==> config.mk <==
export PLATFORM = sky130hd
export DESIGN_NAME = fm_out_top
export DESIGN_NICKNAME = d
export VERILOG_FILES = /design/src/rtl/fm_slot_pkg.sv /design/src/rtl/fm_voice_pkg.sv /design/src/rtl/fm_chan_counter.sv /design/src/rtl/fm_stage_fsm.sv /design/src/rtl/fm_chan_regs.sv /design/src/rtl/fm_delay_line.sv /design/src/rtl/fm_op_acc.sv /design/src/rtl/fm_out_top.sv
export VERILOG_INCLUDE_DIRS = /design/src /design/src/include
export SDC_FILE = /design/constraint.sdc
export NUM_CORES = 1
export LEC_CHECK = 0
export BUFFER_PORTS_ARGS = -buffer_cell sky130_fd_sc_hd__buf_2
export CAP_MARGIN = 20
export CORE_MARGIN = 2
export CORE_UTILIZATION = 50
export DETAILED_ROUTE_END_ITERATION = 16
export GPL_ROUTABILITY_DRIVEN = 0
export PLACE_DENSITY = 0.77
export SYNTH_ARGS = -nofsm -noshare
export SYNTH_HDL_FRONTEND = slang
export SYNTH_HIERARCHICAL = 1
export SYNTH_SLANG_ARGS = --single-unit
==> constraint.sdc <==
create_clock -name clk -period 4 [get_ports clk]
set_input_delay 0.6 -clock clk [delete_from_list [all_inputs] [get_ports clk]]
set_output_delay 0.6 -clock clk [all_outputs]
set_load 0.01 [all_outputs]
==> src/include/fm_config.svh <==
`ifndef FM_CONFIG_SVH
`define FM_CONFIG_SVH

// number of FM channels, one slot each per stage
`define FM_NUM_CH 6

// operator result width, also pcm sample and channel sum
`define FM_OP_W 9

// stereo mix width, holds six sign-extended channel sums
`define FM_MIX_W 12

`endif

==> src/rtl/fm_slot_pkg.sv <==
// slot sequencing types shared by the counter, stage FSM and accumulator
package fm_slot_pkg;

	// operator stages in the order they are visited during a frame
	// S3 comes before S2 to follow the operator pipeline order
	typedef enum logic [1:0] {
		ST_S1 = 2'd0, // first slot group, op1 of every channel
		ST_S3 = 2'd1, // op3
		ST_S2 = 2'd2, // op2
		ST_S4 = 2'd3  // op4, channel sums complete here
	} stage_t;

	// channel index inside a stage, 0 to 5
	// three bits leave codes 6 and 7 unused
	typedef logic [2:0] chan_t;

endpackage

==> src/rtl/fm_voice_pkg.sv <==
// per-channel voice settings, written by the host and read per slot
package fm_voice_pkg;

	// operator connection, sets which operators reach the output
	typedef enum logic [2:0] {
		ALG0 = 3'd0, // serial chain, op4 only
		ALG1 = 3'd1,
		ALG2 = 3'd2,
		ALG3 = 3'd3,
		ALG4 = 3'd4, // two pairs, op2 and op4
		ALG5 = 3'd5, // op1 drives three carriers
		ALG6 = 3'd6,
		ALG7 = 3'd7  // all four operators are carriers
	} alg_t;

	// stereo routing, one enable bit per side
	typedef logic [1:0] pan_t;

	localparam int PAN_R_BIT = 0; // right output enable
	localparam int PAN_L_BIT = 1; // left output enable

	// routed to both sides, used as the reset value
	localparam pan_t PAN_BOTH = 2'b11;

endpackage

==> src/rtl/fm_chan_counter.sv <==
`timescale 1ns/1ps
`include "fm_config.svh"

// channel slot counter, steps once per clock through one stage
module fm_chan_counter
	import fm_slot_pkg::*;
(
	input  logic  clk,
	input  logic  rst,
	output chan_t chan,      // channel of the current slot
	output logic  last_chan  // high while chan is the last channel
);

	localparam chan_t LAST_CH = chan_t'(`FM_NUM_CH - 1);

	// end of stage, the FSM moves on here
	assign last_chan = (chan == LAST_CH);

	always_ff @(posedge clk) begin
		if (rst) begin
			chan <= '0; // frame starts at channel 0
		end else if (last_chan) begin
			chan <= '0; // wrap into next stage
		end else begin
			chan <= chan + chan_t'(1);
		end
	end

endmodule

==> src/rtl/fm_stage_fsm.sv <==
`timescale 1ns/1ps

// stage sequencer, S1 -> S3 -> S2 -> S4 and back, six slots per stage
module fm_stage_fsm
	import fm_slot_pkg::*;
(
	input  logic   clk,
	input  logic   rst,
	input  logic   last_chan, // last channel of the stage
	output stage_t stage,
	output logic   s1_enters,
	output logic   s2_enters,
	output logic   s3_enters,
	output logic   s4_enters
);

	stage_t state;
	stage_t state_nxt;

	always_comb begin
		state_nxt = state; // hold through the six channel slots
		if (last_chan) begin
			case (state)
				ST_S1:   state_nxt = ST_S3;
				ST_S3:   state_nxt = ST_S2;
				ST_S2:   state_nxt = ST_S4;
				default: state_nxt = ST_S1; // S4 closes the frame
			endcase
		end
	end

	always_ff @(posedge clk) begin
		if (rst) begin
			state <= ST_S1;
		end else begin
			state <= state_nxt;
		end
	end

	assign stage = state;

	// one-hot stage strobes, each high for all six slots of its stage
	// these mirror the strobe interface the accumulator expects
	assign s1_enters = (state == ST_S1);
	assign s2_enters = (state == ST_S2);
	assign s3_enters = (state == ST_S3);
	assign s4_enters = (state == ST_S4);

endmodule

==> src/rtl/fm_chan_regs.sv <==
`timescale 1ns/1ps
`include "fm_config.svh"

// per-channel algorithm and pan storage
// written by a single strobe, read combinationally by slot channel
module fm_chan_regs
	import fm_slot_pkg::*;
	import fm_voice_pkg::*;
(
	input  logic  clk,
	input  logic  rst,
	input  logic  wr_en,  // one-cycle write strobe
	input  chan_t wr_ch,
	input  alg_t  wr_alg,
	input  pan_t  wr_pan,
	input  chan_t chan,   // channel of the current slot
	output alg_t  alg,
	output pan_t  pan
);

	localparam chan_t NUM_CH = chan_t'(`FM_NUM_CH);

	alg_t alg_mem [`FM_NUM_CH];
	pan_t pan_mem [`FM_NUM_CH];

	logic wr_ok; // channel number in range
	logic rd_ok;

	assign wr_ok = wr_en && (wr_ch < NUM_CH); // codes 6 and 7 dropped
	assign rd_ok = (chan < NUM_CH);

	always_ff @(posedge clk) begin
		if (rst) begin
			for (int i = 0; i < `FM_NUM_CH; i++) begin
				alg_mem[i] <= ALG0;
				pan_mem[i] <= PAN_BOTH; // centre by default
			end
		end else if (wr_ok) begin
			alg_mem[wr_ch] <= wr_alg; // visible from the next slot on
			pan_mem[wr_ch] <= wr_pan;
		end
	end

	// zero latency read for the slot being processed
	// the counter never leaves 0..5, the guard only covers unused codes
	assign alg = rd_ok ? alg_mem[chan] : ALG0;
	assign pan = rd_ok ? pan_mem[chan] : PAN_BOTH;

endmodule

==> src/rtl/fm_delay_line.sv <==
`timescale 1ns/1ps

// fixed-depth shift register
// with depth equal to the channel count each channel finds its own
// value again at its next slot, so it acts as circular storage
module fm_delay_line #(
	parameter int width = 9,
	parameter int depth = 6
) (
	input  logic             clk,
	input  logic [width-1:0] din,
	output logic [width-1:0] drop  // din from depth cycles ago
);

	logic [width-1:0] taps [depth];

	always_ff @(posedge clk) begin
		taps[0] <= din;
		for (int i = 1; i < depth; i++) begin
			taps[i] <= taps[i-1];
		end
	end

	assign drop = taps[depth-1];

endmodule

==> src/rtl/fm_op_acc.sv <==
`timescale 1ns/1ps
`include "fm_config.svh"

// operator accumulator and stereo mixer
// sums carriers per channel in a circulating line, then mixes the
// completed sums of the previous frame during the S1 slots
module fm_op_acc
	import fm_slot_pkg::*;
	import fm_voice_pkg::*;
(
	input  logic                        clk,
	input  logic                        rst,
	input  logic signed [`FM_OP_W-1:0]  op_result, // operator of the current slot
	input  logic [`FM_OP_W-1:0]         pcm,
	input  logic                        pcm_en,    // replaces channel 5
	input  chan_t                       chan,
	input  alg_t                        alg,
	input  pan_t                        pan,
	input  logic                        s1_enters,
	input  logic                        s2_enters,
	input  logic                        s3_enters,
	input  logic                        s4_enters,
	output logic signed [`FM_MIX_W-1:0] left,
	output logic signed [`FM_MIX_W-1:0] right,
	output logic                        sample     // new stereo pair
);

	localparam chan_t LAST_CH = chan_t'(`FM_NUM_CH - 1);
	localparam int EXT_W = `FM_MIX_W - `FM_OP_W;

	logic                        sum_en;    // current operator is a carrier
	logic                        pcm_slot;
	logic                        mix_last;  // final S1 slot, mix complete
	logic signed [`FM_OP_W-1:0]  pcm_val;
	logic signed [`FM_OP_W-1:0]  next_op;
	logic signed [`FM_OP_W-1:0]  opsum;     // new partial sum into the line
	logic signed [`FM_OP_W-1:0]  total;     // partial sum from the last stage
	logic signed [`FM_OP_W-1:0]  buf_din;
	logic signed [`FM_OP_W-1:0]  done_sum;  // completed sum of last frame
	logic signed [`FM_MIX_W-1:0] done_ext;
	logic signed [`FM_MIX_W-1:0] mix_l;
	logic signed [`FM_MIX_W-1:0] mix_r;
	logic signed [`FM_MIX_W-1:0] next_l;
	logic signed [`FM_MIX_W-1:0] next_r;
	logic signed [`FM_MIX_W-1:0] pre_left;
	logic signed [`FM_MIX_W-1:0] pre_right;

	// carrier table
	always_comb begin
		case (alg)
			ALG4:       sum_en = s2_enters | s4_enters;
			ALG5, ALG6: sum_en = s2_enters | s3_enters | s4_enters; // op2, op3 and op4
			ALG7:       sum_en = 1'b1;
			default:    sum_en = s4_enters;   // ALG0..ALG3, op4 only
		endcase
	end

	assign pcm_slot = pcm_en && (chan == LAST_CH);
	assign pcm_val  = {~pcm[`FM_OP_W-1], pcm[`FM_OP_W-2:0]}; // offset binary to signed
	assign next_op  = sum_en ? op_result : '0;

	always_comb begin
		if (s1_enters) begin
			// S1 opens a fresh sum for this channel
			opsum = pcm_slot ? pcm_val : next_op;
		end else if (sum_en && !pcm_slot) begin
			opsum = total + op_result; // carry dropped, 9-bit wrap
		end else begin
			opsum = total; // modulator or pcm, sum passes unchanged
		end
	end

	fm_delay_line #(
		.width (`FM_OP_W),
		.depth (`FM_NUM_CH)
	) u_acc (
		.clk  (clk),
		.din  (opsum),
		.drop (total)
	);

	// output buffer takes each sum as it completes at S4
	// and recirculates it until the next frame's S4
	assign buf_din = s4_enters ? opsum : done_sum;

	fm_delay_line #(
		.width (`FM_OP_W),
		.depth (`FM_NUM_CH)
	) u_buf (
		.clk  (clk),
		.din  (buf_din),
		.drop (done_sum) // lines up with the S1 slot of the same channel
	);

	assign done_ext = {{EXT_W{done_sum[`FM_OP_W-1]}}, done_sum};
	assign mix_l    = pan[PAN_L_BIT] ? done_ext : '0;
	assign mix_r    = pan[PAN_R_BIT] ? done_ext : '0;

	// stereo adders restart at channel 0, 12-bit wrap
	assign next_l   = ((chan == '0) ? '0 : pre_left) + mix_l;
	assign next_r   = ((chan == '0) ? '0 : pre_right) + mix_r;
	assign mix_last = s1_enters && (chan == LAST_CH);

	always_ff @(posedge clk) begin
		if (s1_enters) begin
			pre_left  <= next_l;
			pre_right <= next_r;
		end
		if (mix_last) begin
			left  <= next_l; // shows on the first S3 cycle
			right <= next_r;
		end
	end

	always_ff @(posedge clk) begin
		if (rst) begin
			sample <= 1'b0;
		end else begin
			sample <= mix_last; // same cycle the outputs change
		end
	end

endmodule

==> src/rtl/fm_out_top.sv <==
`timescale 1ns/1ps
`include "fm_config.svh"

// FM output stage, slot sequencer plus channel registers plus mixer
module fm_out_top
	import fm_slot_pkg::*;
	import fm_voice_pkg::*;
(
	input  logic                        clk,
	input  logic                        rst,
	input  logic signed [`FM_OP_W-1:0]  op_result,
	input  logic [`FM_OP_W-1:0]         pcm,
	input  logic                        pcm_en,
	input  logic                        wr_en,
	input  chan_t                       wr_ch,
	input  alg_t                        wr_alg,
	input  pan_t                        wr_pan,
	output logic signed [`FM_MIX_W-1:0] left,
	output logic signed [`FM_MIX_W-1:0] right,
	output logic                        sample
);

	chan_t  chan;
	logic   last_chan;
	stage_t stage;     // current stage, watched by the bound checks
	logic   s1_enters;
	logic   s2_enters;
	logic   s3_enters;
	logic   s4_enters;
	alg_t   alg;       // settings of the slot channel
	pan_t   pan;

	fm_chan_counter u_cnt (
		.clk       (clk),
		.rst       (rst),
		.chan      (chan),
		.last_chan (last_chan)
	);

	fm_stage_fsm u_fsm (
		.clk       (clk),
		.rst       (rst),
		.last_chan (last_chan),
		.stage     (stage),
		.s1_enters (s1_enters),
		.s2_enters (s2_enters),
		.s3_enters (s3_enters),
		.s4_enters (s4_enters)
	);

	fm_chan_regs u_regs (
		.clk    (clk),
		.rst    (rst),
		.wr_en  (wr_en),
		.wr_ch  (wr_ch),
		.wr_alg (wr_alg),
		.wr_pan (wr_pan),
		.chan   (chan),
		.alg    (alg),
		.pan    (pan)
	);

	fm_op_acc u_acc (
		.clk       (clk),
		.rst       (rst),
		.op_result (op_result),
		.pcm       (pcm),
		.pcm_en    (pcm_en),
		.chan      (chan),
		.alg       (alg),
		.pan       (pan),
		.s1_enters (s1_enters),
		.s2_enters (s2_enters),
		.s3_enters (s3_enters),
		.s4_enters (s4_enters),
		.left      (left),
		.right     (right),
		.sample    (sample)
	);

endmodule

# Yosys cells after proc, flatten, opt, wreduce, memory -nomap -nowiden

Memory sizes are Yosys's and may differ from the RTL's. A register that Yosys moved wholly into a read port is not among the register bits.
Index checks and enable logic that the tools add are counted.
W data, S select, Z words.

Eq/ne operators: 8
Bitwise logic cells: 4
Add/subtract/negate cells: 4
Muxes and demuxes: 26
Magnitude comparators: 2
Reductions and logical operators: 11

Operators by type and width:

| cell                  | number |
|---|---|
| $mux W12              | 4 |
| $mux W9               | 5 |
| $add A12 B12 Y12      | 2 |
| $mux W3               | 6 |
| $eq A3 B3 Y1 const B  | 5 |
| $add A9 B9 Y9         | 1 |
| $mux W1               | 7 |
| $lt A3 B3 Y1 const B  | 2 |
| $pmux W2 S3           | 1 |
| $reduce_or A2 Y1      | 3 |
| $eq A2 B2 Y1 const B  | 2 |
| $logic_and A1 B1 Y1   | 4 |
| $mux W2               | 2 |
| $add A3 B1 Y3 const B | 1 |
| $logic_not A3 Y1      | 1 |
| $or A1 B1 Y1          | 3 |
| $pmux W1 S3           | 1 |
| $reduce_or A3 Y1      | 1 |
| $eq A2 B1 Y1 const B  | 1 |
| $logic_not A2 Y1      | 1 |
| $logic_not A1 Y1      | 1 |
| $not A1 Y1            | 1 |

Register bits after elaboration: 54
Input port bits: 30
RAM bits: 138
Word-level logic and storage cells: 66
Memories: 4

Memories:

| name             | words | bits a word | rd ports | clocked after memory_dff | write ports | line                | text |
|---|---|---|---|---|---|---|---|
| u_acc.u_acc.taps | 6     | 9           | 6        | 0                        | 6           | fm_delay_line.sv:15 | `logic [width-1:0] taps [depth];` |
| u_acc.u_buf.taps | 6     | 9           | 6        | 0                        | 6           | fm_delay_line.sv:15 |  |
| u_regs.alg_mem   | 6     | 3           | 1        | 1                        | 6           | fm_chan_regs.sv:23  | `` alg_t alg_mem [`FM_NUM_CH]; `` |
| u_regs.pan_mem   | 6     | 2           | 1        | 1                        | 6           | fm_chan_regs.sv:24  | `` pan_t pan_mem [`FM_NUM_CH]; `` |

# Longest topological paths before layout

Gate-level depths: netlist of the first run.

Depth after elaboration: 9
Mapped depth: 13
Mapped depth without buffers: 12

# Modules after synthesis

Netlist of the first run, hierarchy kept.

By module, submodules not included:

| module          | area an instance (um^2) | instances | cells an instance |
|---|---|---|---|
| fm_op_acc       | 3395.8                  | 1         | 322 |
| fm_delay_line   | 1081.0                  | 2         | 54 |
| fm_chan_regs    | 1492.7                  | 1         | 116 |
| fm_stage_fsm    | 140.1                   | 1         | 13 |
| fm_chan_counter | 133.9                   | 1         | 13 |

# Least setup slack after synthesis of the first run

OpenSTA, ideal clock, no wires.

Path kind: register -> register
Start point: register u_cnt.chan[0]
End point: register u_acc.left[10], data pin
Period minus slack after synthesis: 3.207 ns
Required time: 3.738 ns
Stages on the path, launching flop included: 14
Arrival: 2.945 ns
Library setup time: 0.262 ns
Path buffers: 1
Path slack: 0.793 ns
Cells stage by stage: dfxtp_1 -> buf_2 -> mux2_2 -> o22ai_1 -> a21oi_1 -> and2_1 -> ha_1 -> fa_1 -> a21o_1 -> a21oi_1 -> o211ai_1 -> a31o_1 -> a21oi_1 -> xnor2_1

Word-level cells in the longest chain between the ends: 4

Ends and longest elaborated chain:

| element                  | line                  | text |
|---|---|---|
| start: declaration       | fm_chan_counter.sv:10 | `output chan_t chan,` |
| start signal: assignment | fm_chan_counter.sv:25 | `chan <= chan + chan_t'(1);` |
| $lt A3 B3 Y1             | fm_chan_regs.sv:30    | `assign rd_ok = (chan < NUM_CH);` |
| $mux W2                  | fm_chan_regs.sv:47    | `assign pan = rd_ok ? pan_mem[chan] : PAN_BOTH;` |
| via pan[1]               | fm_out_top.sv:31      | `pan_t pan;` |
| $mux W12                 | fm_op_acc.sv:96       | `assign mix_l = pan[PAN_L_BIT] ? done_ext : '0;` |
| $add A12 B12 Y12         | fm_op_acc.sv:100      | `assign next_l = ((chan == '0) ? '0 : pre_left) + mix_l;` |
| via u_acc.next_l[10]     | fm_op_acc.sv:43       | `` logic signed [`FM_MIX_W-1:0] next_l; `` |
| end signal: assignment   | fm_op_acc.sv:110      | `left <= next_l;` |
| end: declaration         | fm_op_acc.sv:23       | `` output logic signed [`FM_MIX_W-1:0] left, `` |

The timed path passes the listed nets, and every way through them passes these cells.
A chain may end at the register's enable or synchronous reset.

# Final worst setup path of the first run

Start point: register u_cnt.chan[0]
End point: register u_acc.pre_left[10], data pin

Word-level cells in the longest chain between the ends: 4

Ends and longest elaborated chain:

| element                | line               | text |
|---|---|---|
| $lt A3 B3 Y1           | fm_chan_regs.sv:30 |  |
| $mux W2                | fm_chan_regs.sv:47 |  |
| via pan[1]             | fm_out_top.sv:31   |  |
| $mux W12               | fm_op_acc.sv:96    |  |
| $add A12 B12 Y12       | fm_op_acc.sv:100   |  |
| via u_acc.next_l[10]   | fm_op_acc.sv:43    |  |
| end signal: assignment | fm_op_acc.sv:106   | `pre_left <= next_l;` |
| end: declaration       | fm_op_acc.sv:45    | `` logic signed [`FM_MIX_W-1:0] pre_left; `` |

The timed path passes the listed nets, and every way through them passes these cells.

==> results of run 1 <==
==> cell usage after synthesis (4+ instances only) <==
cell type	n
nand2b_1	11
a31oi_1	7
nor2_1	31
mux2_2	10
a221oi_1	4
ha_1	36
nor3_1	9
a21o_1	10
dfxtp_1	114
clkbuf_1	6
xor2_1	8
a21oi_1	23
nand3_2	5
o21bai_1	7
and2_1	21
and3_1	5
edfxtp_1	78
inv_1	15
o21ai_0	8
nand3_1	6
mux2i_1	10
xnor2_1	19
nor2b_1	27
o21ai_1	6
nand2_1	39
==> area by class of cell <==
class / count / area [um2]
fill: 1154 / 6000
sequential: 192 / 4620
multi-input combinational: 356 / 2610
clock buffer: 19 / 464
timing repair buffer: 58 / 300
tap: 184 / 230
clock inverter: 12 / 138
inverter: 15 / 56.3
==> per-layer routing <==
| layer | up-vias | GRT usage | share of wire |
|---|---|---|---|
| met4 | 0 | 0.101 | 0.032 |
| met5 | - | 0 | 0 |
| met2 | 124 | 0.309 | 0.49 |
| met1 | 2179 | 0.225 | 0.43 |
| met3 | 34 | 0.0415 | 0.040 |
| li1 | 2175 | - | - |
==> logic make-up (layout without fill, tap and decap cells) <==
family | count (synthesis) | count (layout) | synth area share
DFF | 192 | 192 | 0.631
and+or+nand+nor | 174 | 174 | 0.133
AOI/OAI and AO/OA | 92 | 92 | 0.0849
adders and majority gates | 39 | 39 | 0.0697
xor gates and xnor gates | 27 | 27 | 0.0323
muxes | 24 | 24 | 0.0357
buffers and inverters | 24 | 104 | 0.0132
==> power by group through the flow <==
stage | sequential (mW) | combinational [mW] | clock [mW]
floorplan | 2.25 | 0.280 | 0
detailed placement | 2.27 | 0.379 | 0
global placement | 2.27 | 0.360 | 0
finish | 2.23 | 0.388 | 1.68
global route | 2.25 | 0.426 | 1.80
CTS | 2.23 | 0.384 | 1.72
==> flip-flops by register name (all words and copies together), names as in the netlist <==
name / count
u_fsm/stage: 2
u_acc/pre_right: 12
u_regs/alg_mem: 18
u_acc/right: 12
u_cnt/chan: 3
u_acc/pre_left: 12
u_acc/left: 12
u_acc/u_acc/taps: 54
u_regs/pan_mem: 12
u_acc/sample: 1
u_acc/u_buf/taps: 54
==> worst max-delay path, delay by kind of cell, from the launching register on <==
kind | cells | cell delay [ns]
fa+ha+maj | 2 | 0.65
flops | 1 | 0.65
xor+xnor | 1 | 0.09
simple gates | 1 | 0.23
mux | 1 | 0.39
compound gates | 7 | 1.33
==> stage by stage <==
step / hold WS, ns / instances
after floorplan: 0.310 / 572
after detailed placement: 0.312 / 805
final: 0.326 / 836
after global placement: 0.310 / 805
after global routing: 0.331 / 836
after CTS: 0.326 / 836
==> worst max path at each step <==
| stage | to | slack [ns] | depth (start not counted) |
|---|---|---|---|
| 2_1_floorplan | u_acc/left[10]$_DFFE_PP_ | 0.79 | 13 |
| 3_3_place_gp | u_acc/left[10]$_DFFE_PP_ | 0.59 | 12 |
| 3_5_place_dp | u_acc/left[10]$_DFFE_PP_ | 0.45 | 12 |
| 4_1_cts | u_acc/pre_left[10]$_DFFE_PP_ | 0.43 | 12 |
| 5_1_grt | u_acc/pre_left[10]$_DFFE_PP_ | 0.22 | 12 |
| 6_report | u_acc/pre_left[10]$_DFFE_PP_ | 0.40 | 12 |
==> placed cells by master, fill, tap and decap left out, drive strengths merged, types with 11 or more instances in the layout <==
cell and instances:
mux2 14, buf 58, o21ai 14, nand2 40
edfxtp 78, dfxtp 114, clkbuf 19, a21oi 24
nand2b 12, nand3 11, nor2b 27, xnor2 19
nor2 33, and2 22, ha 36, inv 24
==> summary.txt, run 1 <==
Power
  • Clk pwr share: 0.391
  • Total power: 4.30 mW
  • Pint: 3.29 mW
  • Power per cell area: 511 nW/um2
  • Maximum VDD drop: 0.322 mV
  • Switching Power: 1.02 mW
  • Pleak: 3.49 nW
  • Sw frac: 0.236
  • Sequential share of power: 0.519
  • Logic pwr share: 0.090

Logic synthesis
  • Synth top area share: 0.320
  • Seq cells post-synth: 192
  • Ys flop type: dfxtp_1
  • Number of synthesized flops with an enable pin: 78
  • Yosys warns: 6
  • Synthesized Nets: 641
  • Post-Syn Area: 7320 um2
  • Syn Area/Cell: 12.8 um2
  • Share of the yosys chip area belonging to registers: 0.631
  • Count of different cell masters after synthesis: 60
  • Yosys top cell by area: edfxtp_1
  • Post-synthesis async set-or-reset flop share: 0
  • Cell count after synthesis: 572
  • Top post-synthesis cells by area: edfxtp_1, dfxtp_1, ha_1

Hold path
  • Min-delay worst type: reg -> reg
  • WHS Endpoint: u_acc/u_buf/taps[3][6]$_DFF_P_
  • Hold path start: u_acc/u_buf/taps[2][6]$_DFF_P_
  • WHS Path Cells: 0

Floorplan
  • Core ar.: 14,400 um2
  • Die width: 125 um
  • Die ar.: 15,600 um2
  • # IOs: 55
  • Die span in y: 125 um
  • Starting Density: 0.508
  • FP Rows: 44

Clock network
  • Cts hold-fix bufs: 0
  • Clock sinks: 192
  • TritonCTS buffer count: 17
  • H-tree Lvls: 4
  • Post-CTS resize count: 0
  • TritonCTS clock tree: yes
  • Clock slew at reported path FFs: 0.07 ns
  • Root buffer cell: clkbuf_16
  • Post-CTS setup-driven buffer insertion count: 0
  • Clock Path Buffers: 2
  • Worst-Skew Late Latency: 0.42 ns

STA
  • Final setup viols: 0
  • Fmax: 278 MHz
  • Worst Setup Slack, final: 0.401 ns
  • Post-layout min period: 3.60 ns
  • Worst slew pin tran: 0.629 ns
  • Final setup skew: 0.00681 ns
  • Headroom to the max-slew limit: 0.580
  • Final Max Slew Viols: 0
  • Setup TNS: 0 ns
  • RSZ-0062 raised after global routing: no
  • Final Cycle Share: 0.900
  • Final Hold Viols: 0

Run status
  • Status: finished clean

Place
  • Final HPWL DP: 9.72 mm
  • Buffers on Ports: 54
  • Dpl ws: 0.453 ns
  • Post-place instance area: 7820 um2

Worst setup path
  • Worst Path Arrival: 3.77 ns
  • Worst reg2reg path endpoint: u_acc/pre_left[10]$_DFFE_PP_
  • Reg-to-reg setup timing slack: 0.40 ns
  • CP max stage cell: dfxtp_1
  • CP required: 4.17 ns
  • CP max FO: 14
  • Worst Reg-to-Reg Cells: 12
  • Crit Reg-Reg Startpoint: u_cnt/chan[0]$_SDFF_PP0_
  • Setup crit start: u_cnt/chan[0]$_SDFF_PP0_
  • Cell mode on critical path: a21oi_1
  • Worst Setup End Kind: register
  • Critical Path Start Type: register
  • Crit path largest cell delay: 0.65 ns
  • Crit path cell chain: mux2_2 > o22ai_1 > a21oi_1 > and2_1 > ha_1 > fa_1 > a21o_1 > a21oi_1 > o211ai_1 > a31o_1 > a21oi_1 > xnor2_1
  • Crit path kind: reg -> reg

Cells and area
  • Design area: 8420 um2
  • Finished Core Util: 0.584
  • Area Growth Syn to Fin: 15.0%
  • Layout cell share with drive strength beyond 1: 0.183
  • N_diodes: 0
  • # nets final: 709

Detailed routing
  • Remaining DRCs: 0
  • Total routed wirelength: 14.0 mm
  • Routed via count: 4,512
  • Initial drt markers: 476
  • First-pass iteration count of the detailed router: 5
  • Average wire per standard cell: 16.7 um
  • Vias per cell: 5.40
  • Post-route ant nets: 0

Global routing
  • Total gr overflow: 0
  • Initial antenna violation count: 0
  • Largest net degree at the start of global routing: 26
  • Total Routing Usage GR: 0.185
  • First-pass GRT wire length: 22.7 mm
  • Vias in the first global route: 4,713

Run
  • Max Cap Viol: 0
Power figures use the tool's default switching activity.
==> run 2: changes to the inputs <==
--- a/config.mk
+++ b/config.mk
@@ -12,7 +12,7 @@
 export CORE_UTILIZATION = 50
 export DETAILED_ROUTE_END_ITERATION = 16
 export GPL_ROUTABILITY_DRIVEN = 0
-export PLACE_DENSITY = 0.77
+export PLACE_DENSITY = 0.68
 export SYNTH_ARGS = -nofsm -noshare
 export SYNTH_HDL_FRONTEND = slang
 export SYNTH_HIERARCHICAL = 1
==> run 2 against run 1 <==
- first-iteration DRC count fell by 30%
- combinational power fell by 2%
- cell count rose by 0.12%
- critical path depth did not move
- clock skew barely moved
- non-clock buffer count did not move
- sequential power barely moved
- routed wire length fell by 5.0%
- global-route usage fell by 0.63 points
- flip-flop and latch count did not move
- hold slack got worse by 0.0011 ns
- clock power rose by 4%
- largest cell class unchanged
==> summary.txt, run 2 (synthesis gave the netlist of run 1 again) <==
Power
  • Maximum VDD drop: 0.318 mV (was 0.322 mV)
  • Power per cell area: 515 nW/um2 (was 511 nW/um2)
  • Pleak: 3.50 nW (was 3.49 nW)

Cells and area
  • Commonest non-fill, non-tap cell in the layout: dfxtp_1 (unchanged)
  • N_diodes: 0 (unchanged)
  • Design area: 8460 um2 (was 8420 um2)
  • Fillers: 1,171 (was 1,154)
  • # nets final: 709 (unchanged)
  • Layout cell share with drive strength beyond 1: 0.184 (was 0.183)
  • Most frequent cells in the layout: dfxtp_1, edfxtp_1, buf_2 (unchanged)
  • Area Growth Syn to Fin: 15.5% (was 15.0%)
  • Largest regs: u_acc/u_acc/taps x54, u_acc/u_buf/taps x54, u_regs/alg_mem x18 (unchanged)

Detailed routing
  • Remaining DRCs: 0 (unchanged)
  • Average wire per standard cell: 15.9 um (was 16.7 um)
  • Initial drt markers: 335 (was 476)
  • First-pass iteration count of the detailed router: 5 (unchanged)
  • Total routed wirelength: 13.3 mm (was 14.0 mm)
  • Vias per cell: 5.25 (was 5.40)
  • Routed via count: 4,398 (was 4,512)
  • Post-route ant nets: 0 (unchanged)

Hold path
  • Min-delay worst type: reg -> reg (unchanged)

Worst setup path
  • CP max FO: 14 (unchanged)
  • CP max stage cell: dfxtp_1 (unchanged)
  • Critical Path Start Type: register (unchanged)
  • Crit path kind: reg -> reg (unchanged)
  • Worst Setup End Kind: register (unchanged)
  • CP required: 4.17 ns (about the same)
  • Crit path cell chain: mux2_2 > o22ai_1 > a21oi_1 > and2_1 > ha_1 > fa_1 > a21o_1 > a21oi_1 > o211ai_1 > a31o_1 > a21oi_1 > xnor2_1 (unchanged)
  • Cell mode on critical path: a21oi_1 (unchanged)
  • Worst Path Arrival: 3.88 ns (was 3.77 ns)
  • Crit path largest cell delay: 0.65 ns (about the same)
  • Reg-to-reg setup timing slack: 0.29 ns (was 0.40 ns)

Floorplan
  • FP Rows: 44 (unchanged)
  • Die span in y: 125 um (unchanged)
  • Core ar.: 14,400 um2 (unchanged)
  • Starting Density: 0.508 (unchanged)
  • Die ar.: 15,600 um2 (unchanged)
  • Die width: 125 um (unchanged)
  • # IOs: 55 (unchanged)

Run
  • Max Cap Viol: 0 (unchanged)

Clock network
  • Clock slew at reported path FFs: 0.08 ns (was 0.07 ns)
  • Clock Path Buffers: 2 (unchanged)
  • Clock sinks: 192 (unchanged)
  • TritonCTS buffer count: 17 (unchanged)
  • H-tree Lvls: 4 (unchanged)
  • Cts hold-fix bufs: 0 (unchanged)
  • Post-CTS resize count: 0 (unchanged)
  • TritonCTS clock tree: yes (unchanged)
  • Worst-Skew Late Latency: 0.43 ns (was 0.42 ns)
  • Post-CTS setup-driven buffer insertion count: 0 (unchanged)
  • Root buffer cell: clkbuf_16 (unchanged)

Place
  • Final HPWL DP: 9.36 mm (was 9.72 mm)
  • Post-place instance area: 7820 um2 (unchanged)
  • Buffers on Ports: 54 (unchanged)

Global routing
  • Total gr overflow: 0 (unchanged)
  • Initial antenna violation count: 0 (unchanged)
  • Vias in the first global route: 4,341 (was 4,713)
  • First-pass GRT wire length: 21.8 mm (was 22.7 mm)
  • Total Routing Usage GR: 0.179 (was 0.185)
  • Largest net degree at the start of global routing: 26 (unchanged)

STA
  • Min Hold Slack: 0.325 ns (was 0.326 ns)
  • Final Max Slew Viols: 0 (unchanged)
  • Final Cycle Share: 0.927 (was 0.900)
  • Headroom to the max-slew limit: 0.578 (was 0.580)
  • RSZ-0062 raised after global routing: no (unchanged)
  • Final setup skew: 0.00669 ns (was 0.00681 ns)
  • Final setup viols: 0 (unchanged)
  • Setup TNS: 0 ns (unchanged)
  • Worst slew pin tran: 0.633 ns (was 0.629 ns)
  • Final Hold Viols: 0 (unchanged)
  • Post-layout min period: 3.71 ns (was 3.60 ns)
  • Fmax: 270 MHz (was 278 MHz)

Run status
  • Status: finished clean (unchanged)
-- run 2: cell count changes in the layout (fill, tap and decap cells not counted), sizes merged --
cell,change
clkinv,+4
clkbuf,-2
inv,-1
-- run 2: power by group --
group	internal [mW]	switching [mW]
clock network	0.920	0.824
logic	0.162	0.220
registers	2.18	0.0439
-- run 2: routing by layer --
metal	part of all wire	up-vias	track usage
li1	-	2186	-
met1	0.47	2084	0.236
met2	0.47	103	0.290
met3	0.043	25	0.0407
met4	0.018	0	0.0706
met5	0	-	0
-- run 2: critical path, delay by kind of cell, from the launching register on --
kind	cells	cell delay (ns)
AO/OA/AOI/OAI	7	1.41
flip-flops	1	0.65
adder cells (fa/ha/maj)	2	0.63
multiplexers	1	0.41
AND/OR/NAND/NOR	1	0.23
XOR/XNOR	1	0.12
-- run 2: path summary, 6_finish.rpt --
path / from / endpoint / cells past startpoint
max: u_cnt/chan[0]$_SDFF_PP0_ / u_acc/left[10]$_DFFE_PP_ / 12
min reg2reg: u_acc/u_buf/taps[0][7]$_DFF_P_ / u_acc/u_buf/taps[1][7]$_DFF_P_ / 0
max reg2reg: u_cnt/chan[0]$_SDFF_PP0_ / u_acc/left[10]$_DFFE_PP_ / 12
min: u_acc/u_buf/taps[0][7]$_DFF_P_ / u_acc/u_buf/taps[1][7]$_DFF_P_ / 0
-- run 2: cell type report --
type | instances | area, um2 | area share
clock buffer | 17 | 425 | 0.0503
clock inverter | 15 | 213 | 0.0251
inverter | 15 | 56.3 | 0.00666
multi-input combinational | 356 | 2610 | 0.308
sequential | 192 | 4620 | 0.547
tap | 184 | 230 | 0.0272
timing repair buffer | 58 | 300 | 0.0355
-- run 2: stage by stage --
step	setup WS, ns	power, mW	cells	utilization
after floorplan	0.793	2.53	572	-
after global placement	0.580	2.63	805	0.542
after detailed placement	0.442	2.65	805	0.542
after CTS	0.327	4.39	837	0.586
after global routing	0.0663	4.52	837	0.586
final	0.292	4.35	837	0.586
==> run 3: changes to the inputs <==
--- a/config.mk
+++ b/config.mk
@@ -12,6 +12,7 @@
 export CORE_UTILIZATION = 50
 export DETAILED_ROUTE_END_ITERATION = 16
 export GPL_ROUTABILITY_DRIVEN = 0
+export GPL_TIMING_DRIVEN = 0
 export PLACE_DENSITY = 0.68
 export SYNTH_ARGS = -nofsm -noshare
 export SYNTH_HDL_FRONTEND = slang
==> run 3 against run 2 <==
- first-iteration DRC count is 23% lower
- cell area is 0.31% lower
- clock-buffer cell count is 4 higher
- hold slack worse by 0.0033 ns
- flip-flop and latch count stayed put
- sequential share of layout area is 0.17 points higher
- cell count is 0.84% higher
- combinational power is 2% higher
==> summary.txt, run 3 (synthesis gave the netlist of run 1 again) <==
Run status
  • Status: finished clean (unchanged)

Power
  • Pint: 3.21 mW (was 3.27 mW)
  • Pleak: 3.49 nW (was 3.50 nW)
  • Sequential share of power: 0.529 (was 0.512)
  • Logic pwr share: 0.092 (was 0.088)
  • Sw frac: 0.239 (was 0.250)
  • Switching Power: 1.01 mW (was 1.09 mW)
  • Maximum VDD drop: 0.300 mV (was 0.318 mV)
  • Total power: 4.21 mW (was 4.35 mW)
  • Clk pwr share: 0.379 (was 0.401)
  • Power per cell area: 499 nW/um2 (was 515 nW/um2)

Detailed routing
  • First-pass iteration count of the detailed router: 5 (unchanged)
  • Initial drt markers: 258 (was 335)
  • Routed via count: 4,453 (was 4,398)
  • Remaining DRCs: 0 (unchanged)
  • Vias per cell: 5.28 (was 5.25)
  • Post-route ant nets: 0 (unchanged)
  • Total routed wirelength: 13.3 mm (about the same)
  • Average wire per standard cell: 15.8 um (was 15.9 um)

Floorplan
  • FP Rows: 44 (unchanged)
  • Core ar.: 14,400 um2 (unchanged)
  • # IOs: 55 (unchanged)
  • Starting Density: 0.508 (unchanged)
  • Die ar.: 15,600 um2 (unchanged)
  • Die width: 125 um (unchanged)
  • Die span in y: 125 um (unchanged)

STA
  • Post-layout min period: 3.79 ns (was 3.71 ns)
  • Final Hold Viols: 0 (unchanged)
  • Headroom to the max-slew limit: 0.263 (was 0.578)
  • Final Cycle Share: 0.947 (was 0.927)
  • RSZ-0062 raised after global routing: no (unchanged)
  • Final setup skew: 0.0107 ns (was 0.00669 ns)
  • Final Max Slew Viols: 0 (unchanged)
  • Setup TNS: 0 ns (unchanged)
  • Fmax: 264 MHz (was 270 MHz)
  • Worst slew pin tran: 1.10 ns (was 0.633 ns)
  • Final setup viols: 0 (unchanged)

Cells and area
  • # nets final: 716 (was 709)
  • Fillers: 1,170 (was 1,171)
  • Design area: 8430 um2 (was 8460 um2)
  • Area Growth Syn to Fin: 15.1% (was 15.5%)
  • N_diodes: 0 (unchanged)
  • Area occupied by multi-input gates: 2600 um2 (was 2610 um2)
  • Largest regs: u_acc/u_acc/taps x54, u_acc/u_buf/taps x54, u_regs/alg_mem x18 (unchanged)
  • Commonest non-fill, non-tap cell in the layout: dfxtp_1 (unchanged)
  • Most frequent cells in the layout: dfxtp_1, edfxtp_1, buf_2 (unchanged)
  • Layout cell share with drive strength beyond 1: 0.179 (was 0.184)
  • Register Area: 4620 um2 (unchanged)
  • Post-route insts no fill: 844 (was 837)

Clock network
  • Clock slew at reported path FFs: 0.07 ns (was 0.08 ns)
  • Post-CTS resize count: 0 (unchanged)
  • H-tree Lvls: 4 (unchanged)
  • Clock sinks: 192 (unchanged)
  • Root buffer cell: clkbuf_16 (unchanged)
  • TritonCTS clock tree: yes (unchanged)
  • Cts hold-fix bufs: 0 (unchanged)
  • Clock Path Buffers: 2 (unchanged)
  • Post-CTS setup-driven buffer insertion count: 0 (unchanged)
  • TritonCTS buffer count: 17 (unchanged)
  • Worst-Skew Late Latency: 0.43 ns (about the same)

Global routing
  • Largest net degree at the start of global routing: 19 (was 26)
  • Total Routing Usage GR: 0.176 (was 0.179)
  • Vias in the first global route: 4,398 (was 4,341)
  • Total gr overflow: 0 (unchanged)
  • Initial antenna violation count: 0 (unchanged)
  • First-pass GRT wire length: 21.4 mm (was 21.8 mm)

Worst setup path
  • Crit Reg-Reg Startpoint: u_cnt/chan[1]$_SDFF_PP0_ (was u_cnt/chan[0]$_SDFF_PP0_)
  • Crit path kind: reg -> reg (unchanged)
  • Crit path cell chain: nor3_1 > clkbuf_1 > nor2b_1 > fa_1 > a21o_1 > a21oi_1 > o211ai_1 > a31o_1 > a21oi_1 > xnor2_1 (was mux2_2 > o22ai_1 > a21oi_1 > and2_1 > ha_1 > fa_1 > a21o_1 > a21oi_1 > o211ai_1 > a31o_1 > a21oi_1 > xnor2_1)
  • Crit path largest cell delay: 0.90 ns (was 0.65 ns)
  • CP max FO: 10 (was 14)
  • Worst Reg-to-Reg Cells: 10 (was 12)
  • CP max stage cell: nor3_1 (was dfxtp_1)
  • Cell mode on critical path: a21oi_1 (unchanged)
  • Worst reg2reg path endpoint: u_acc/pre_left[10]$_DFFE_PP_ (was u_acc/left[10]$_DFFE_PP_)
  • Worst Path Arrival: 3.96 ns (was 3.88 ns)
  • Critical Path Start Type: register (unchanged)
  • Worst path bufs/invs: 1 (was 0)
  • Worst path top cell family by delay: simple AND/OR/NAND/NOR gates (was compound AO/OA/AOI/OAI gates)
  • Reg-to-reg setup timing slack: 0.21 ns (was 0.29 ns)
  • CP required: 4.17 ns (about the same)
  • Worst Setup End Kind: register (unchanged)

Run
  • Max Cap Viol: 0 (unchanged)

Hold path
  • Min-delay worst type: reg -> reg (unchanged)
  • WHS Path Cells: 0 (unchanged)
  • Hold path start: u_acc/u_buf/taps[2][6]$_DFF_P_ (was u_acc/u_buf/taps[0][7]$_DFF_P_)
  • WHS Endpoint: u_acc/u_buf/taps[3][6]$_DFF_P_ (was u_acc/u_buf/taps[1][7]$_DFF_P_)

Place
  • Inst Count DP: 812 (was 805)
  • Buffers on Ports: 54 (unchanged)
  • Final HPWL DP: 9.59 mm (was 9.36 mm)
  • Post-place instance area: 7870 um2 (was 7820 um2)
## run 3: changes by cell type in the layout (fill, tap and decap cells not counted), sizes merged
cell and delta:
clkinv -5, bufinv -1, buf +1, inv +2, clkbuf +10
## run 3: routing by layer
layer,routed length [um],vias to the layer above,global-route usage
met5,0,-,0
met2,6460,110,0.288
met4,294,0,0.0732
li1,-,2201,-
met3,553,31,0.0496
met1,6020,2111,0.220
## run 3: cell type report
| cell class | instances | area share |
|---|---|---|
| Buffer | 9 | 0.00475 |
| Clock buffer | 21 | 0.0546 |
| Clock inverter | 11 | 0.0123 |
| Tap cell | 184 | 0.0273 |
| Sequential cell | 192 | 0.548 |
| Multi-Input combinational cell | 356 | 0.309 |
| Inverter | 15 | 0.00668 |
| Timing Repair Buffer | 56 | 0.0371 |
## run 3: stage by stage
stage	hold slack, ns	setup slack [ns]	util
6_report	0.322	0.211	0.585
5_1_grt	0.328	0.0252	0.585
4_1_cts	0.323	0.166	0.585
3_5_place_dp	0.312	0.179	0.545
3_3_place_gp	0.310	0.275	0.543
2_1_floorplan	0.310	0.793	-
## run 3: worst max path at each step
stage                             startpoint                           end  cells past startpoint
floorplan           u_cnt/chan[0]$_SDFF_PP0_      u_acc/left[10]$_DFFE_PP_                     13
global placement    u_cnt/chan[1]$_SDFF_PP0_      u_acc/left[10]$_DFFE_PP_                     10
detailed placement  u_cnt/chan[1]$_SDFF_PP0_      u_acc/left[10]$_DFFE_PP_                     10
CTS                 u_cnt/chan[1]$_SDFF_PP0_  u_acc/pre_left[10]$_DFFE_PP_                     10
global route        u_cnt/chan[1]$_SDFF_PP0_      u_acc/left[10]$_DFFE_PP_                     10
finish              u_cnt/chan[1]$_SDFF_PP0_  u_acc/pre_left[10]$_DFFE_PP_                     10
## run 3: power groups by stage
| stage | logic [mW] | registers [mW] | clock network (mW) |
|---|---|---|---|
| floorplan | 0.280 | 2.25 | 0 |
| global placement | 0.370 | 2.27 | 0 |
| detailed placement | 0.384 | 2.27 | 0 |
| CTS | 0.388 | 2.23 | 1.63 |
| global route | 0.428 | 2.24 | 1.71 |
| finish | 0.388 | 2.23 | 1.59 |
